[src/rf_config.svh]
`ifndef RF_CONFIG_SVH
`define RF_CONFIG_SVH

// lane count and field widths
`define RF_N_LANES          20
`define RF_NB_LANE_ID       5
`define RF_NB_GPIO          32
`define RF_NB_ADDR          9
`define RF_NB_DATA          22
`define RF_NB_WINDOW        12
`define RF_NB_INVALID       11
`define RF_NB_SKEW          6
`define RF_NB_COUNTER       16
`define RF_NB_TX_ENB        6
`define RF_NB_RX_ENB        7
`define RF_NB_INV_AM        3
`define RF_NB_VAL_AM        5
`define RF_NB_AM_PERIOD     14

// pcs soft reset hold time, in clock cycles
`define RF_PCS_RESET_CYCLES 16

// config register map
`define RF_ADDR_GLOBAL       0
`define RF_ADDR_TX_ENB       1
`define RF_ADDR_RX_ENB       2
`define RF_ADDR_LOCKED_TMR   3
`define RF_ADDR_UNLOCKED_TMR 4
`define RF_ADDR_SH_INVALID   5
`define RF_ADDR_ALIGNER      6
`define RF_ADDR_RESET_ORDER  7
`define RF_ADDR_BIT_SKEW     16

// status window, selected by address bit 8
`define RF_ADDR_STATUS_BASE  256
`define RF_ST_BLOCK_LOCK     0
`define RF_ST_AM_LOCK        1
`define RF_ST_HI_BER         2
`define RF_ST_DESKEW_DONE    3
`define RF_ST_MISMATCH       4
`define RF_ST_DECODER_ERR    5
`define RF_ST_LANE_ID_BASE   8

`endif

[src/rf_pkg.sv]
`include "rf_config.svh"

package rf_pkg;

    // lane-tagged view of the data field, lane in the low bits
    typedef struct packed {
        logic [`RF_NB_DATA-`RF_NB_SKEW-`RF_NB_LANE_ID-1:0] reserved;
        logic [`RF_NB_SKEW-1:0]                           skew;
        logic [`RF_NB_LANE_ID-1:0]                        lane;
    } lane_cmd_t;

    typedef union packed {
        logic [`RF_NB_DATA-1:0] raw;
        lane_cmd_t              lane_cmd;
    } rf_data_u;

    // word written by the soft processor
    typedef struct packed {
        logic                   strobe;
        logic [`RF_NB_ADDR-1:0] addr;
        rf_data_u               data;
    } gpio_cmd_t;

    // write request, valid for a single cycle
    typedef struct packed {
        logic                   valid;
        logic [`RF_NB_ADDR-1:0] addr;
        rf_data_u               data;
    } rf_wr_t;

    typedef struct packed {
        logic                        pcs_reset;
        logic                        loopback;
        logic                        idle_mode;
        logic                        clock_comp_enb;
        logic [`RF_NB_TX_ENB-1:0]    tx_enb;
        logic                        tx_scrambler_bypass;
        logic [`RF_NB_RX_ENB-1:0]    rx_enb;
        logic                        rx_descrambler_bypass;
        logic [`RF_NB_WINDOW-1:0]    locked_timer_limit;
        logic [`RF_NB_WINDOW-1:0]    unlocked_timer_limit;
        logic [`RF_NB_INVALID-1:0]   sh_invalid_limit;
        logic [`RF_NB_INV_AM-1:0]    invalid_am_thr;
        logic [`RF_NB_VAL_AM-1:0]    valid_am_thr;
        logic [`RF_NB_AM_PERIOD-1:0] am_period;
        // single-cycle pulses
        logic                        reset_order;
        logic [`RF_N_LANES-1:0]      bit_skew_update;
        logic [`RF_NB_SKEW-1:0]      bit_skew_index;
    } rf_ctrl_t;

    typedef struct packed {
        logic [`RF_N_LANES-1:0]                         block_lock;
        logic [`RF_N_LANES-1:0]                         am_lock;
        logic [`RF_N_LANES-1:0]                         hi_ber;
        logic                                           deskew_done;
        logic [`RF_NB_COUNTER-1:0]                      mismatch_count;
        logic [`RF_NB_COUNTER-1:0]                      decoder_error_count;
        logic [`RF_N_LANES-1:0][`RF_NB_LANE_ID-1:0]     lane_id;
    } rf_status_t;

endpackage

[src/rf_cmd_fsm.sv]
`include "rf_config.svh"

module rf_cmd_fsm (
    input  logic                   i_fpga_clock,
    input  logic                   i_rst_n,
    input  rf_pkg::gpio_cmd_t      i_gpio_data,
    output rf_pkg::rf_wr_t         o_wr,
    output logic [`RF_NB_ADDR-1:0] o_rd_addr
);

    typedef enum logic [1:0] {
        IDLE,
        ISSUE,
        WAIT_LOW
    } state_t;

    rf_pkg::gpio_cmd_t      gpio_s1;
    rf_pkg::gpio_cmd_t      gpio_s2;
    state_t                 state;
    state_t                 next_state;
    logic [`RF_NB_ADDR-1:0] wr_addr;
    rf_pkg::rf_data_u       wr_data;

    // two stage synchronizer for the whole gpio word
    always_ff @(posedge i_fpga_clock or negedge i_rst_n) begin
        if (!i_rst_n) begin
            gpio_s1 <= '0;
            gpio_s2 <= '0;
        end else begin
            gpio_s1 <= i_gpio_data;
            gpio_s2 <= gpio_s1;
        end
    end

    always_ff @(posedge i_fpga_clock or negedge i_rst_n) begin
        if (!i_rst_n) begin
            state <= IDLE;
        end else begin
            state <= next_state;
        end
    end

    always_comb begin
        next_state = state;
        case (state)
            IDLE: begin
                if (gpio_s2.strobe) begin
                    next_state = ISSUE;
                end
            end
            // one write per rise
            ISSUE: begin
                next_state = WAIT_LOW;
            end
            // re-arm only once strobe is seen low
            WAIT_LOW: begin
                if (!gpio_s2.strobe) begin
                    next_state = IDLE;
                end
            end
            default: begin
                next_state = IDLE;
            end
        endcase
    end

    // latch addr and data on the rising edge
    always_ff @(posedge i_fpga_clock) begin
        if (state == IDLE && gpio_s2.strobe) begin
            wr_addr <= gpio_s2.addr;
            wr_data <= gpio_s2.data;
        end
    end

    always_comb begin
        o_wr.valid = (state == ISSUE);
        o_wr.addr  = wr_addr;
        o_wr.data  = wr_data;
    end

    // reads follow the synchronized address continuously
    assign o_rd_addr = gpio_s2.addr;

endmodule

[src/rf_pulse_timer.sv]
`include "rf_config.svh"

module rf_pulse_timer (
    input  logic i_fpga_clock,
    input  logic i_rst_n,
    input  logic i_start,
    output logic o_busy
);

    localparam int NB_COUNT = $clog2(`RF_PCS_RESET_CYCLES + 1);
    localparam logic [NB_COUNT-1:0] HOLD_CYCLES = NB_COUNT'(`RF_PCS_RESET_CYCLES);

    logic [NB_COUNT-1:0] count;

    // loaded on reset too, so the pcs sees a reset pulse at power-up
    always_ff @(posedge i_fpga_clock or negedge i_rst_n) begin
        if (!i_rst_n) begin
            count <= HOLD_CYCLES;
        end else if (i_start) begin
            // restart while busy reloads the full hold time
            count <= HOLD_CYCLES;
        end else if (count != '0) begin
            count <= count - 1'b1;
        end
    end

    assign o_busy = (count != '0);

endmodule

[src/rf_write.sv]
`include "rf_config.svh"

module rf_write (
    input  logic             i_fpga_clock,
    input  logic             i_rst_n,
    input  rf_pkg::rf_wr_t   i_wr,
    output rf_pkg::rf_ctrl_t o_ctrl,
    output logic             o_reset_start
);

    localparam logic [`RF_NB_LANE_ID-1:0] LANE_LIMIT = `RF_NB_LANE_ID'(`RF_N_LANES);

    always_ff @(posedge i_fpga_clock or negedge i_rst_n) begin
        if (!i_rst_n) begin
            o_ctrl        <= '0;
            o_reset_start <= 1'b0;
        end else begin
            // pulses last one cycle
            o_ctrl.reset_order     <= 1'b0;
            o_ctrl.bit_skew_update <= '0;
            o_reset_start          <= 1'b0;

            if (i_wr.valid) begin
                case (i_wr.addr)
                    `RF_ADDR_GLOBAL: begin
                        // bit 0 requests a timed pcs reset, not stored here
                        o_reset_start  <= i_wr.data.raw[0];
                        o_ctrl.loopback       <= i_wr.data.raw[1];
                        o_ctrl.idle_mode      <= i_wr.data.raw[2];
                        o_ctrl.clock_comp_enb <= i_wr.data.raw[3];
                    end
                    `RF_ADDR_TX_ENB: begin
                        {o_ctrl.tx_scrambler_bypass, o_ctrl.tx_enb} <=
                            i_wr.data.raw[`RF_NB_TX_ENB:0];
                    end
                    `RF_ADDR_RX_ENB: begin
                        {o_ctrl.rx_descrambler_bypass, o_ctrl.rx_enb} <=
                            i_wr.data.raw[`RF_NB_RX_ENB:0];
                    end
                    `RF_ADDR_LOCKED_TMR: begin
                        o_ctrl.locked_timer_limit <= i_wr.data.raw[`RF_NB_WINDOW-1:0];
                    end
                    `RF_ADDR_UNLOCKED_TMR: begin
                        o_ctrl.unlocked_timer_limit <= i_wr.data.raw[`RF_NB_WINDOW-1:0];
                    end
                    `RF_ADDR_SH_INVALID: begin
                        o_ctrl.sh_invalid_limit <= i_wr.data.raw[`RF_NB_INVALID-1:0];
                    end
                    // thresholds low, period in the top 14 bits
                    `RF_ADDR_ALIGNER: begin
                        {o_ctrl.am_period, o_ctrl.valid_am_thr, o_ctrl.invalid_am_thr} <=
                            i_wr.data.raw;
                    end
                    `RF_ADDR_RESET_ORDER: begin
                        o_ctrl.reset_order <= 1'b1;
                    end
                    `RF_ADDR_BIT_SKEW: begin
                        // lanes past the last one are dropped
                        if (i_wr.data.lane_cmd.lane < LANE_LIMIT) begin
                            o_ctrl.bit_skew_index  <= i_wr.data.lane_cmd.skew;
                            o_ctrl.bit_skew_update <=
                                `RF_N_LANES'(1) << i_wr.data.lane_cmd.lane;
                        end
                    end
                    default: begin
                    end
                endcase
            end
        end
    end

endmodule

[src/rf_read_mux.sv]
`include "rf_config.svh"

module rf_read_mux (
    input  logic                   i_fpga_clock,
    input  logic                   i_rst_n,
    input  logic [`RF_NB_ADDR-1:0] i_rd_addr,
    input  rf_pkg::rf_ctrl_t       i_ctrl,
    input  logic                   i_reset_busy,
    input  rf_pkg::rf_status_t     i_status,
    output logic [`RF_NB_GPIO-1:0] o_gpio_data
);

    rf_pkg::rf_status_t     status_s1;
    rf_pkg::rf_status_t     status_s2;
    rf_pkg::rf_data_u       rd_value;
    logic [`RF_NB_DATA-1:0] rd_q;

    // status comes from the pcs side, resync before muxing
    always_ff @(posedge i_fpga_clock or negedge i_rst_n) begin
        if (!i_rst_n) begin
            status_s1 <= '0;
            status_s2 <= '0;
        end else begin
            status_s1 <= i_status;
            status_s2 <= status_s1;
        end
    end

    always_comb begin
        logic [`RF_NB_ADDR-1:0]    offset;
        logic [`RF_NB_LANE_ID-1:0] lane_sel;

        offset   = i_rd_addr - `RF_NB_ADDR'(`RF_ADDR_STATUS_BASE);
        lane_sel = `RF_NB_LANE_ID'(offset - `RF_NB_ADDR'(`RF_ST_LANE_ID_BASE));
        rd_value = '0;

        if (i_rd_addr < `RF_NB_ADDR'(`RF_ADDR_STATUS_BASE)) begin
            case (i_rd_addr)
                // busy flag stands in for the pcs_reset bit
                `RF_ADDR_GLOBAL: rd_value.raw[3:0] =
                    {i_ctrl.clock_comp_enb, i_ctrl.idle_mode, i_ctrl.loopback, i_reset_busy};
                `RF_ADDR_TX_ENB: rd_value.raw[`RF_NB_TX_ENB:0] =
                    {i_ctrl.tx_scrambler_bypass, i_ctrl.tx_enb};
                `RF_ADDR_RX_ENB: rd_value.raw[`RF_NB_RX_ENB:0] =
                    {i_ctrl.rx_descrambler_bypass, i_ctrl.rx_enb};
                `RF_ADDR_LOCKED_TMR: rd_value.raw[`RF_NB_WINDOW-1:0] = i_ctrl.locked_timer_limit;
                `RF_ADDR_UNLOCKED_TMR: rd_value.raw[`RF_NB_WINDOW-1:0] =
                    i_ctrl.unlocked_timer_limit;
                `RF_ADDR_SH_INVALID: rd_value.raw[`RF_NB_INVALID-1:0] = i_ctrl.sh_invalid_limit;
                `RF_ADDR_ALIGNER: rd_value.raw =
                    {i_ctrl.am_period, i_ctrl.valid_am_thr, i_ctrl.invalid_am_thr};
                // lane field reads as zero, only the index is kept
                `RF_ADDR_BIT_SKEW: rd_value.lane_cmd.skew = i_ctrl.bit_skew_index;
                default: rd_value = '0;
            endcase
        end else begin
            case (offset)
                `RF_ST_BLOCK_LOCK: rd_value.raw[`RF_N_LANES-1:0] = status_s2.block_lock;
                `RF_ST_AM_LOCK: rd_value.raw[`RF_N_LANES-1:0] = status_s2.am_lock;
                `RF_ST_HI_BER: rd_value.raw[`RF_N_LANES-1:0] = status_s2.hi_ber;
                `RF_ST_DESKEW_DONE: rd_value.raw[0] = status_s2.deskew_done;
                `RF_ST_MISMATCH: rd_value.raw[`RF_NB_COUNTER-1:0] = status_s2.mismatch_count;
                `RF_ST_DECODER_ERR: rd_value.raw[`RF_NB_COUNTER-1:0] =
                    status_s2.decoder_error_count;
                default: begin
                    if (offset >= `RF_ST_LANE_ID_BASE &&
                        offset < `RF_ST_LANE_ID_BASE + `RF_N_LANES) begin
                        rd_value.raw[`RF_NB_LANE_ID-1:0] = status_s2.lane_id[lane_sel];
                    end
                end
            endcase
        end
    end

    always_ff @(posedge i_fpga_clock or negedge i_rst_n) begin
        if (!i_rst_n) begin
            rd_q <= '0;
        end else begin
            rd_q <= rd_value.raw;
        end
    end

    // upper gpio bits always read zero
    assign o_gpio_data = {{(`RF_NB_GPIO - `RF_NB_DATA){1'b0}}, rd_q};

endmodule

[src/rf_toplevel.sv]
`include "rf_config.svh"

module rf_toplevel (
    input  logic                   i_fpga_clock,
    input  logic                   i_rst_n,
    input  rf_pkg::gpio_cmd_t      i_gpio_data,
    output logic [`RF_NB_GPIO-1:0] o_gpio_data,
    output rf_pkg::rf_ctrl_t       o_pcs_ctrl,
    input  rf_pkg::rf_status_t     i_pcs_status
);

    rf_pkg::rf_wr_t         wr;
    rf_pkg::rf_ctrl_t       wr_ctrl;
    logic [`RF_NB_ADDR-1:0] rd_addr;
    logic                   reset_start;
    logic                   reset_busy;

    rf_cmd_fsm u_rf_cmd_fsm (
        .i_fpga_clock (i_fpga_clock),
        .i_rst_n      (i_rst_n),
        .i_gpio_data  (i_gpio_data),
        .o_wr         (wr),
        .o_rd_addr    (rd_addr)
    );

    rf_write u_rf_write (
        .i_fpga_clock  (i_fpga_clock),
        .i_rst_n       (i_rst_n),
        .i_wr          (wr),
        .o_ctrl        (wr_ctrl),
        .o_reset_start (reset_start)
    );

    rf_pulse_timer u_rf_pulse_timer (
        .i_fpga_clock (i_fpga_clock),
        .i_rst_n      (i_rst_n),
        .i_start      (reset_start),
        .o_busy       (reset_busy)
    );

    rf_read_mux u_rf_read_mux (
        .i_fpga_clock (i_fpga_clock),
        .i_rst_n      (i_rst_n),
        .i_rd_addr    (rd_addr),
        .i_ctrl       (wr_ctrl),
        .i_reset_busy (reset_busy),
        .i_status     (i_pcs_status),
        .o_gpio_data  (o_gpio_data)
    );

    // pcs reset is the timed pulse, everything else straight from the bank
    always_comb begin
        o_pcs_ctrl           = wr_ctrl;
        o_pcs_ctrl.pcs_reset = reset_busy;
    end

endmodule

[config.mk]
export PLATFORM = sky130hd
export DESIGN_NAME = rf_toplevel
export DESIGN_NICKNAME = d
export VERILOG_FILES = /design/src/rf_pkg.sv /design/src/rf_cmd_fsm.sv /design/src/rf_pulse_timer.sv /design/src/rf_write.sv /design/src/rf_read_mux.sv /design/src/rf_toplevel.sv
export VERILOG_INCLUDE_DIRS = /design/src /design/src/src
export SDC_FILE = /design/constraint.sdc
export NUM_CORES = 1
export LEC_CHECK = 0
export CORE_AREA = 2 2 235 284
export CTS_CLUSTER_DIAMETER = 150
export DETAILED_ROUTE_END_ITERATION = 6
export DIE_AREA = 0 0 237 286
export DONT_BUFFER_PORTS = 1
export HOLD_SLACK_MARGIN = 0.06
export PLACE_DENSITY = 0.47
export SLEW_MARGIN = 25
export SYNTH_ARGS = -nofsm -noshare
export SYNTH_HDL_FRONTEND = slang
export SYNTH_SLANG_ARGS = --single-unit
[constraint.sdc]
create_clock -name i_fpga_clock -period 3.63 [get_ports i_fpga_clock]
set_input_delay 0 -clock i_fpga_clock [delete_from_list [all_inputs] [get_ports i_fpga_clock]]
set_output_delay 0 -clock i_fpga_clock [all_outputs]
set_load 0.01 [all_outputs]
==> out/qor.tcl, run 1 <==
set qor(cts_inserted_buffers) 59
set qor(cts.htree.levels) 2
set qor(gp_congestion) 0.772
set qor(failed_stage) {clock tree synthesis (4_1_cts)}
set qor(dieWidth_um) 237
set qor(synth_cells) 1082
set qor(dp_hpwl_um) 36200
set qor(initial_util_pct) 29.7
set qor(cts_hold_repair.buffers) 403
set qor(num_io_pins) 362
set qor(post-synth-top-count-cell) {dfrtp_1}
set qor(synth_sequential_area_ratio_pct) 80.1
set qor(outcome) {did not finish}
set qor(synth-main-ff-cell) {dfrtp_1}
set qor(die_height_um) 286
set qor(ys_async_sr_fraction_pct) 94.9
set qor(yosys-top-cells-area) {dfrtp_1 75%, edfxtp_1 4.8%, mux2_2 4.5%}
set qor(cts_post_setup_buffers_inserted) 0
set qor(synth_area_per_cell_um2) 17.9
set qor(stop_error) {[ERROR RSZ-0060] Max buffer count reached.}
set qor(syn_area_um2) 19400
set qor(ys_warn_count) 0
set qor(place_ws_ns) 0.788
set qor(cts_max_path_buffers) 3
set qor(root_buffer) {clkbuf_16}
set qor(placed_cell_area_um2) 20400
set qor(cts_sinks) 613
set qor(synthDistinctLibCells) 66
set qor(buffer_ports.inserted) 0
set qor(yosysTopAreaCellShare_pct) 75.1
set qor(synth_common_cells) {581 x dfrtp_1, 77 x mux2_2, 39 x nor2_1}
set qor(synth_edf_count) 31
set qor(ctsResizeCount) 0
set qor(fp-row-count) 103
set qor(synth.largest_area_cell) {dfrtp_1}
set qor(synth-seq-cells) 613
## cell families after synthesis
family	after synthesis	share of synthesized area (%)
mux	134	9.37
fa+ha+maj	5	0.323
compound gates	107	4.24
simple gates	162	4.37
other cells	1	0.0194
xor+xnor	2	0.0905
flops	613	80.1
buf+inv	58	1.51
## per-stage QoR
step | utilization, % | cells | hold WS, ns
after detailed placement | 31.3 | 1904 | -0.284
after global placement | 31.3 | 1904 | -0.283
after floorplan | - | 1091 | -0.296
==> run 2: changes to the inputs <==
Settings changed: CORE_AREA 2 2 235 284 to 2 2 315 317, CTS_CLUSTER_DIAMETER 150 to unset, DIE_AREA 0 0 237 286 to 0 0 317 319, HOLD_SLACK_MARGIN 0.06 to unset, PLACE_DENSITY 0.47 to unset, PLACE_DENSITY_LB_ADDON set to 0.15.
==> run 2 against run 1 <==
The flow now finishes, with violations (hold timing). Synthesized cell count unchanged. Synthesized area unchanged.
==> out/qor.tcl, run 2 <==
set qor(failed_checks) {hold timing}
set qor(detail_route.wl_per_cell_um) 21.6
set qor(synth_cells) 1082 ;# unchanged
set qor(num_io_pins) 362 ;# unchanged
set qor(synth_sequential_area_ratio_pct) 80.1 ;# unchanged
set qor(min-delay-path-class) {input port to async pin}
set qor(fillCellCount) 9794
set qor(clock_insertion_delay_worst_skew_ns) 0.63
set qor(ys_warn_count) 0 ;# unchanged
set qor(cts_hold_repair.buffers) 450 ;# +12%
set qor(clock-skew-final_ns) 0.0226
set qor(final_common_cell) {dfrtp_1}
set qor(timing_worst_setup_path_type) {register to register}
set qor(via_count) 11200
set qor(dieWidth_um) 317 ;# +34%
set qor(first_global_vias) 12800
set qor(timing.hold.ws_ns) -0.909
set qor(yosysTopAreaCellShare_pct) 75.1 ;# unchanged
set qor(detail_route.vias_per_cell) 3.80
set qor(first_pass_grt_wire_length_um) 91400
set qor(ctsResizeCount) 0 ;# unchanged
set qor(tns_ns) 0
set qor(setup.worst_path.start_class) {register}
set qor(p_sw_mw) 3.64
set qor(vdd.ir_drop.worst_mv) 0.335
set qor(firstDrtPassIters) 5
set qor(cts.htree.levels) 3 ;# +1
set qor(reg_top3) {u_rf_read_mux.status_s1 x193, u_rf_read_mux.status_s2 x193, u_rf_write.o_ctrl x102}
set qor(synth_area_per_cell_um2) 17.9 ;# unchanged
set qor(final_critical_path_setup_slack_ns) 0.862
set qor(drt_first_iter_violations) 627
set qor(timing.fmax_ghz) 0.361
set qor(tightest_pin_transition_ns) 1.37
set qor(grt_overflow) 0
set qor(floorplan.die_area_um2) 101000
set qor(met3_usage_pct) 5.23
set qor(post-synth-top-count-cell) {dfrtp_1}
set qor(ys_async_sr_fraction_pct) 94.9 ;# unchanged
set qor(timing.critical_path.slowest_stage_cell) {or4_1}
set qor(cts_sinks) 613 ;# unchanged
set qor(final-seq-area_um2) 15500
set qor(tritoncts) {built}
set qor(drv_cap) 0
set qor(power_frac_clock_pct) 46.0
set qor(dp_hpwl_um) 43400 ;# +20%
set qor(cts_max_path_buffers) 3 ;# unchanged
set qor(cp_cell_sequence) {or4_1 -> or4_1 -> nor3_4 -> nand3_2 -> mux2_4}
set qor(root_buffer) {clkbuf_16}
set qor(cpPeakStageDelay_ns) 0.52
set qor(worst_setup_hold_path_clk_slew_ns) 0.06
set qor(core_um2) 97700
set qor(power.sequential.fraction_pct) 48.3
set qor(die_height_um) 319 ;# +12%
set qor(syn_area_um2) 19400 ;# unchanged
set qor(ant_nets) 0
set qor(slew-limit-headroom_pct) 8.49
set qor(multi_input_comb_area_um2) 3630
set qor(gp_congestion) 0.725 ;# -6.1%
set qor(synthDistinctLibCells) 66 ;# unchanged
set qor(critPathRequiredTime_ns) 4.12
set qor(timing.final.setup_violations) 0
set qor(p_sw_share_pct) 23.1
set qor(route.final.wire_length_um) 63500
set qor(synth_common_cells) {581 x dfrtp_1, 77 x mux2_2, 39 x nor2_1}
set qor(areaGrowthSynthToFinish_pct) 44.0
set qor(buffer_ports.inserted) 0 ;# unchanged
set qor(global_route.usage.met1_pct) 15.3
set qor(groute.usage.overall_pct) 12.8
set qor(worstPathMaxFanout) 12
set qor(gr-usage-met2_pct) 20.6
set qor(yosys-top-cells-area) {dfrtp_1 75%, edfxtp_1 4.8%, mux2_2 4.5%}
set qor(power.static_leakage_nw) 11.9
set qor(antenna_violations_before_repair) 2
set qor(largest_net_degree_at_the_start_of_global_routing) 583
set qor(power.density_cell_area_nw_per_um2) 566
set qor(synth_edf_count) 31 ;# unchanged
set qor(rsz0062_at_grt) {false}
set qor(initial_util_pct) 19.8 ;# -9.9 points
set qor(drv_slew) 0
set qor(report.final.hold_viol_count) 582
set qor(fin_area_um2) 27900
set qor(power_mw) 15.8
set qor(pwr-share-comb_pct) 5.6
set qor(leading_cell_types_in_the_layout_fill_and_taps_excluded) {577 x dfrtp_1, 450 x dlygate4sd3_1, 77 x mux2_2}
set qor(cts_inserted_buffers) 73 ;# +24%
set qor(synth-seq-cells) 613 ;# unchanged
set qor(critPathArrivalTime_ns) 3.26
set qor(synth.largest_area_cell) {dfrtp_1}
set qor(fp-row-count) 115 ;# +12%
set qor(synth-main-ff-cell) {dfrtp_1}
set qor(post-route-period-util_pct) 76.3
set qor(finish.net_count) 1824
set qor(busiest_layer) {met2}
set qor(cpMostUsedCell) {or4_1}
set qor(place_ws_ns) 0.865 ;# +0.0769 ns
set qor(placed_cell_area_um2) 21000 ;# +2.9%
set qor(internal-power_mw) 12.1
set qor(layout-drive-gt1-share_pct) 16.3
set qor(post-route-drc-count) 0
set qor(n_antenna_cell) 0
set qor(outcome) {finished with violations}
set qor(crit_path_end_kind) {register}
set qor(min_period_ns) 2.77
set qor(cts_post_setup_buffers_inserted) 0 ;# unchanged
[run 2: cell counts after synthesis]
No cell type changed its count.
[run 2: worst max-delay path, delay by kind of cell, from the launching register on]
kind / cells / cell delay [ns]
multiplexers: 1 / 0.48
flip-flops: 1 / 0.44
AND/OR/NAND/NOR: 4 / 1.70
[run 2: worst paths after layout]
| path | startpoint | to | slack (ns) | cells after the start |
|---|---|---|---|---|
| max in group asynchronous | i_rst_n | u_rf_cmd_fsm.gpio_s1[6] | 3.44 | 0 |
| worst max register to register | u_rf_cmd_fsm.wr_addr[5] | u_rf_write.o_ctrl[81] | 0.86 | 5 |
| worst min register to register | u_rf_cmd_fsm.gpio_s1[0] | u_rf_cmd_fsm.gpio_s2[0] | 0.34 | 0 |
| min in group i_fpga_clock | u_rf_cmd_fsm.gpio_s1[0] | u_rf_cmd_fsm.gpio_s2[0] | 0.34 | 0 |
| worst min-delay path | i_rst_n | u_rf_read_mux.status_s1[6] | -0.91 | 0 |
| worst max-delay path | u_rf_cmd_fsm.wr_addr[5] | u_rf_write.o_ctrl[81] | 0.86 | 5 |
[run 2: cell type report]
cell class              instances  share of cell area (%)
clock buffers                  99                    7.27
flip-flops and latches        613                    55.6
repair buffers                476                    16.9
multi-input cells             420                    13.0
inverters                       8                   0.108
well taps                    1287                    5.78
clock inverters                33                    1.28
[run 2: per-layer routing]
layer  up-vias  routed length, um
met2       323              30200
met1      5884              25600
met5         -                  0
li1       4854                  -
met4         0               1780
met3        96               5810
[run 2: per-stage QoR]
step / util, % / instances / hold WS (ns)
final: 28.5 / 2936 / -0.909
after global routing: 28.5 / 2936 / -0.973
after CTS: 28.5 / 2936 / -0.981
after detailed placement: 21.5 / 2354 / -0.277
after global placement: 21.5 / 2354 / -0.283
after floorplan: - / 1091 / -0.296
[run 2: cell families after synthesis]
family	synth area share (%)
other cells	0.0194
compound gates	4.24
simple gates	4.37
buf+inv	1.51
mux	9.37
flops	80.1
fa+ha+maj	0.323
xor+xnor	0.0905
[run 2: power groups by stage]
stage / Clock, mW / Sequential, mW / Combinational (mW)
after floorplan: 0 / 7.57 / 0.365
after global placement: 0 / 7.75 / 0.478
after detailed placement: 0 / 7.75 / 0.488
after CTS: 7.55 / 7.63 / 0.905
after global routing: 7.85 / 7.67 / 0.970
final: 7.26 / 7.62 / 0.889
Note: power is estimated with default switching activity, not from simulation.
==> run 3: changes to the inputs <==
Clock period 3.63 ns to 2.3 ns, I/O delays scaled along.
==> run 3 against run 2 <==
The flow now finishes without violations. Clock skew grew 0.021 ns. Largest power group is now the clock network. Critical path type unchanged. Worst setup slack worse by 0.85 ns. Sequential share of layout area fell by 2.0 points. Flip-flop and latch count stayed put.
==> out/qor.tcl, run 3 (same netlist as run 2, synthesis figures left out) <==
set qor(die_height_um) 319 ;# unchanged
set qor(timing.hold.ws_ns) 0.225 ;# +1.13 ns
set qor(drt_first_iter_violations) 582 ;# -7.2%
set qor(final-seq-area_um2) 15500 ;# about the same
set qor(critPathArrivalTime_ns) 2.77 ;# -0.49 ns
set qor(leading_cell_types_in_the_layout_fill_and_taps_excluded) {576 x dfrtp_1, 452 x dlygate4sd3_1, 78 x clkbuf_16}
set qor(first_pass_grt_wire_length_um) 92200 ;# +0.89%
set qor(critPathRequiredTime_ns) 2.79 ;# -1.33 ns
set qor(initial_util_pct) 19.8 ;# unchanged
set qor(met2_wirelength_um) 31200 ;# +3.1%
set qor(final_critical_path_setup_slack_ns) 0.0156 ;# -0.846 ns
set qor(detail_route.vias_per_cell) 3.78 ;# -0.54%
set qor(timing.fmax_ghz) 0.438 ;# +21%
set qor(firstDrtPassIters) 5 ;# unchanged
set qor(min_period_ns) 2.28 ;# -0.484 ns
set qor(timing.critical_path.slowest_stage_cell) {or4_1}
set qor(multi_input_comb_area_um2) 3710 ;# +2.2%
set qor(cp_cell_sequence) {or4_1 -> or4_4 -> nor3_4 -> nand3_2 -> buf_12 -> mux2_4}
set qor(num_io_pins) 362 ;# unchanged
set qor(met3RoutedLength_um) 5940 ;# +2.2%
set qor(gp_congestion) 0.755 ;# +4.1%
set qor(antenna_violations_before_repair) 5 ;# +3
set qor(final_common_cell) {dfrtp_1}
set qor(clock_insertion_delay_worst_skew_ns) 0.65 ;# +0.02 ns
set qor(dr.max_layer_used) {met4}
set qor(reg_top3) {u_rf_read_mux.status_s1 x193, u_rf_read_mux.status_s2 x193, u_rf_write.o_ctrl x102}
set qor(fp-row-count) 115 ;# unchanged
set qor(power.density_cell_area_nw_per_um2) 905 ;# +60%
set qor(outcome) {completed}
set qor(areaGrowthSynthToFinish_pct) 49.4
set qor(dieWidth_um) 317 ;# unchanged
set qor(ff2ff_setup_slack_ns) 0.02 ;# -0.85 ns
set qor(tightest_pin_transition_ns) 1.15 ;# -0.227 ns
set qor(buffer_ports.inserted) 0 ;# unchanged
set qor(via_count) 11400 ;# +1.8%
set qor(cts_inserted_buffers) 76 ;# +4.1%
set qor(cpPeakStageDelay_ns) 0.53 ;# about the same
set qor(first_global_vias) 13000 ;# +1.5%
set qor(route.final.wire_length_um) 64000 ;# +0.80%
set qor(groute.usage.overall_pct) 12.9 ;# +0.13 points
set qor(place_ws_ns) -0.102 ;# -0.967 ns
set qor(cts.htree.levels) 3 ;# unchanged
set qor(worst_setup_hold_path_clk_slew_ns) 0.06 ;# about the same
set qor(setup.worst_path.start_class) {register}
set qor(routedLengthMet1_um) 25300 ;# -1.2%
set qor(vdd.ir_drop.worst_mv) 0.531 ;# +59%
set qor(post-route-drc-count) 0 ;# unchanged
set qor(tritoncts) {built}
set qor(crit_path_end_kind) {register}
set qor(rsz0062_at_grt) {true}
set qor(floorplan.die_area_um2) 101000 ;# unchanged
set qor(finish.net_count) 1886 ;# +3.4%
set qor(slew-limit-headroom_pct) 23.6 ;# +15 points
set qor(drv_cap) 0 ;# unchanged
set qor(worstPathMaxFanout) 7 ;# -5
set qor(timing_worst_setup_path_type) {register to register}
set qor(power.static_leakage_nw) 12.4 ;# +4.2%
set qor(cts_max_path_buffers) 3 ;# unchanged
set qor(report.final.hold_viol_count) 0 ;# -100%
set qor(drv_slew) 0 ;# unchanged
set qor(fillCellCount) 9648 ;# -1.5%
set qor(dp_hpwl_um) 44400 ;# +2.3%
set qor(min-delay-path-class) {input port to async pin}
set qor(detail_route.wl_per_cell_um) 21.3 ;# -1.5%
set qor(timing.final.setup_violations) 0 ;# unchanged
set qor(layout-drive-gt1-share_pct) 20.5 ;# +4.2 points
set qor(post-route-period-util_pct) 99.3 ;# +23 points
set qor(grt_overflow) 0 ;# unchanged
set qor(clock-skew-final_ns) 0.0432 ;# +0.0206 ns
set qor(core_um2) 97700 ;# unchanged
set qor(root_buffer) {clkbuf_16}
set qor(ant_nets) 0 ;# unchanged
set qor(largest_net_degree_at_the_start_of_global_routing) 583 ;# unchanged
set qor(cts_sinks) 613 ;# unchanged
[run 3: cell types whose count changed in the layout (fill, tap and decap cells not counted), sizes merged]
cell / previous run / this run
buf: 26 / 83
bufinv: 5 / 6
clkbuf: 99 / 110
clkinv: 22 / 13
clkinvlp: 4 / 3
diode: 0 / 3
dlygate4sd3: 450 / 452
inv: 10 / 14
[run 3: repair_timing]
item	4_1_cts	5_1_grt
hold buffers	450	2
setup buffers	2	3
pin swaps	1	1
hold endpoints to repair	807	238
resized for setup	4	19
endpoints found under the setup margin	23	67
gates cloned	0	0
[run 3: through the flow]
step / total power, mW / utilization, % / instances / cell area, um^2 / setup TNS (ns)
detailed placement: 13.1 / 22.0 / 2403 / 21500 / -0.267
finish: 26.2 / 29.6 / 3004 / 28900 / 0
global placement: 13.1 / 22.0 / 2403 / 21500 / -0.0831
floorplan: 12.5 / - / 1091 / 19400 / 0
global route: 27.4 / 29.6 / 3001 / 28900 / -0.484
CTS: 26.4 / 29.4 / 2993 / 28700 / 0
[run 3: final timing paths]
path,startpoint,endpoint,cells after the start
worst max register to register,u_rf_cmd_fsm.wr_addr[3],u_rf_write.o_ctrl[77],6
worst max-delay path,u_rf_cmd_fsm.wr_addr[3],u_rf_write.o_ctrl[77],6
min in group i_fpga_clock,u_rf_read_mux.status_s1[124],u_rf_read_mux.status_s2[124],0
max in group asynchronous,i_rst_n,u_rf_write.o_ctrl[44],3
worst min-delay path,i_rst_n,u_rf_read_mux.status_s1[25],2
worst min register to register,u_rf_read_mux.status_s1[124],u_rf_read_mux.status_s2[124],0
[run 3: per-layer routing]
metal  GRT usage (%)  vias to the layer above
met2            21.1                      329
met3            5.22                       84
met4            4.34                        0
met5               0                        -
li1                -                     4979
met1            15.3                     5962
[run 3: layout make-up]
class,instances,area share [%]
Multi-Input combinational cell,420,12.8
Tap cell,1287,5.57
Timing Repair Buffer,535,18.6
Antenna cell,3,0.0260
Sequential cell,613,53.6
Inverter,8,0.104
Clock buffer,110,7.72
Clock inverter,28,1.52
[run 3: worst max-delay path, delay by kind of cell, from the launching register on]
kind	cells	cell delay, ns
and+or+nand+nor	4	1.28
DFF	1	0.38
muxes	1	0.29
buffers and inverters	1	0.18
[run 3: where the power goes]
part / total [mW] / switching, mW / internal [mW]
clock network: 12.4 / 4.88 / 7.53
registers: 12.0 / 0.458 / 11.5
logic: 1.77 / 0.849 / 0.920
total: 26.2 / 6.19 / 20.0
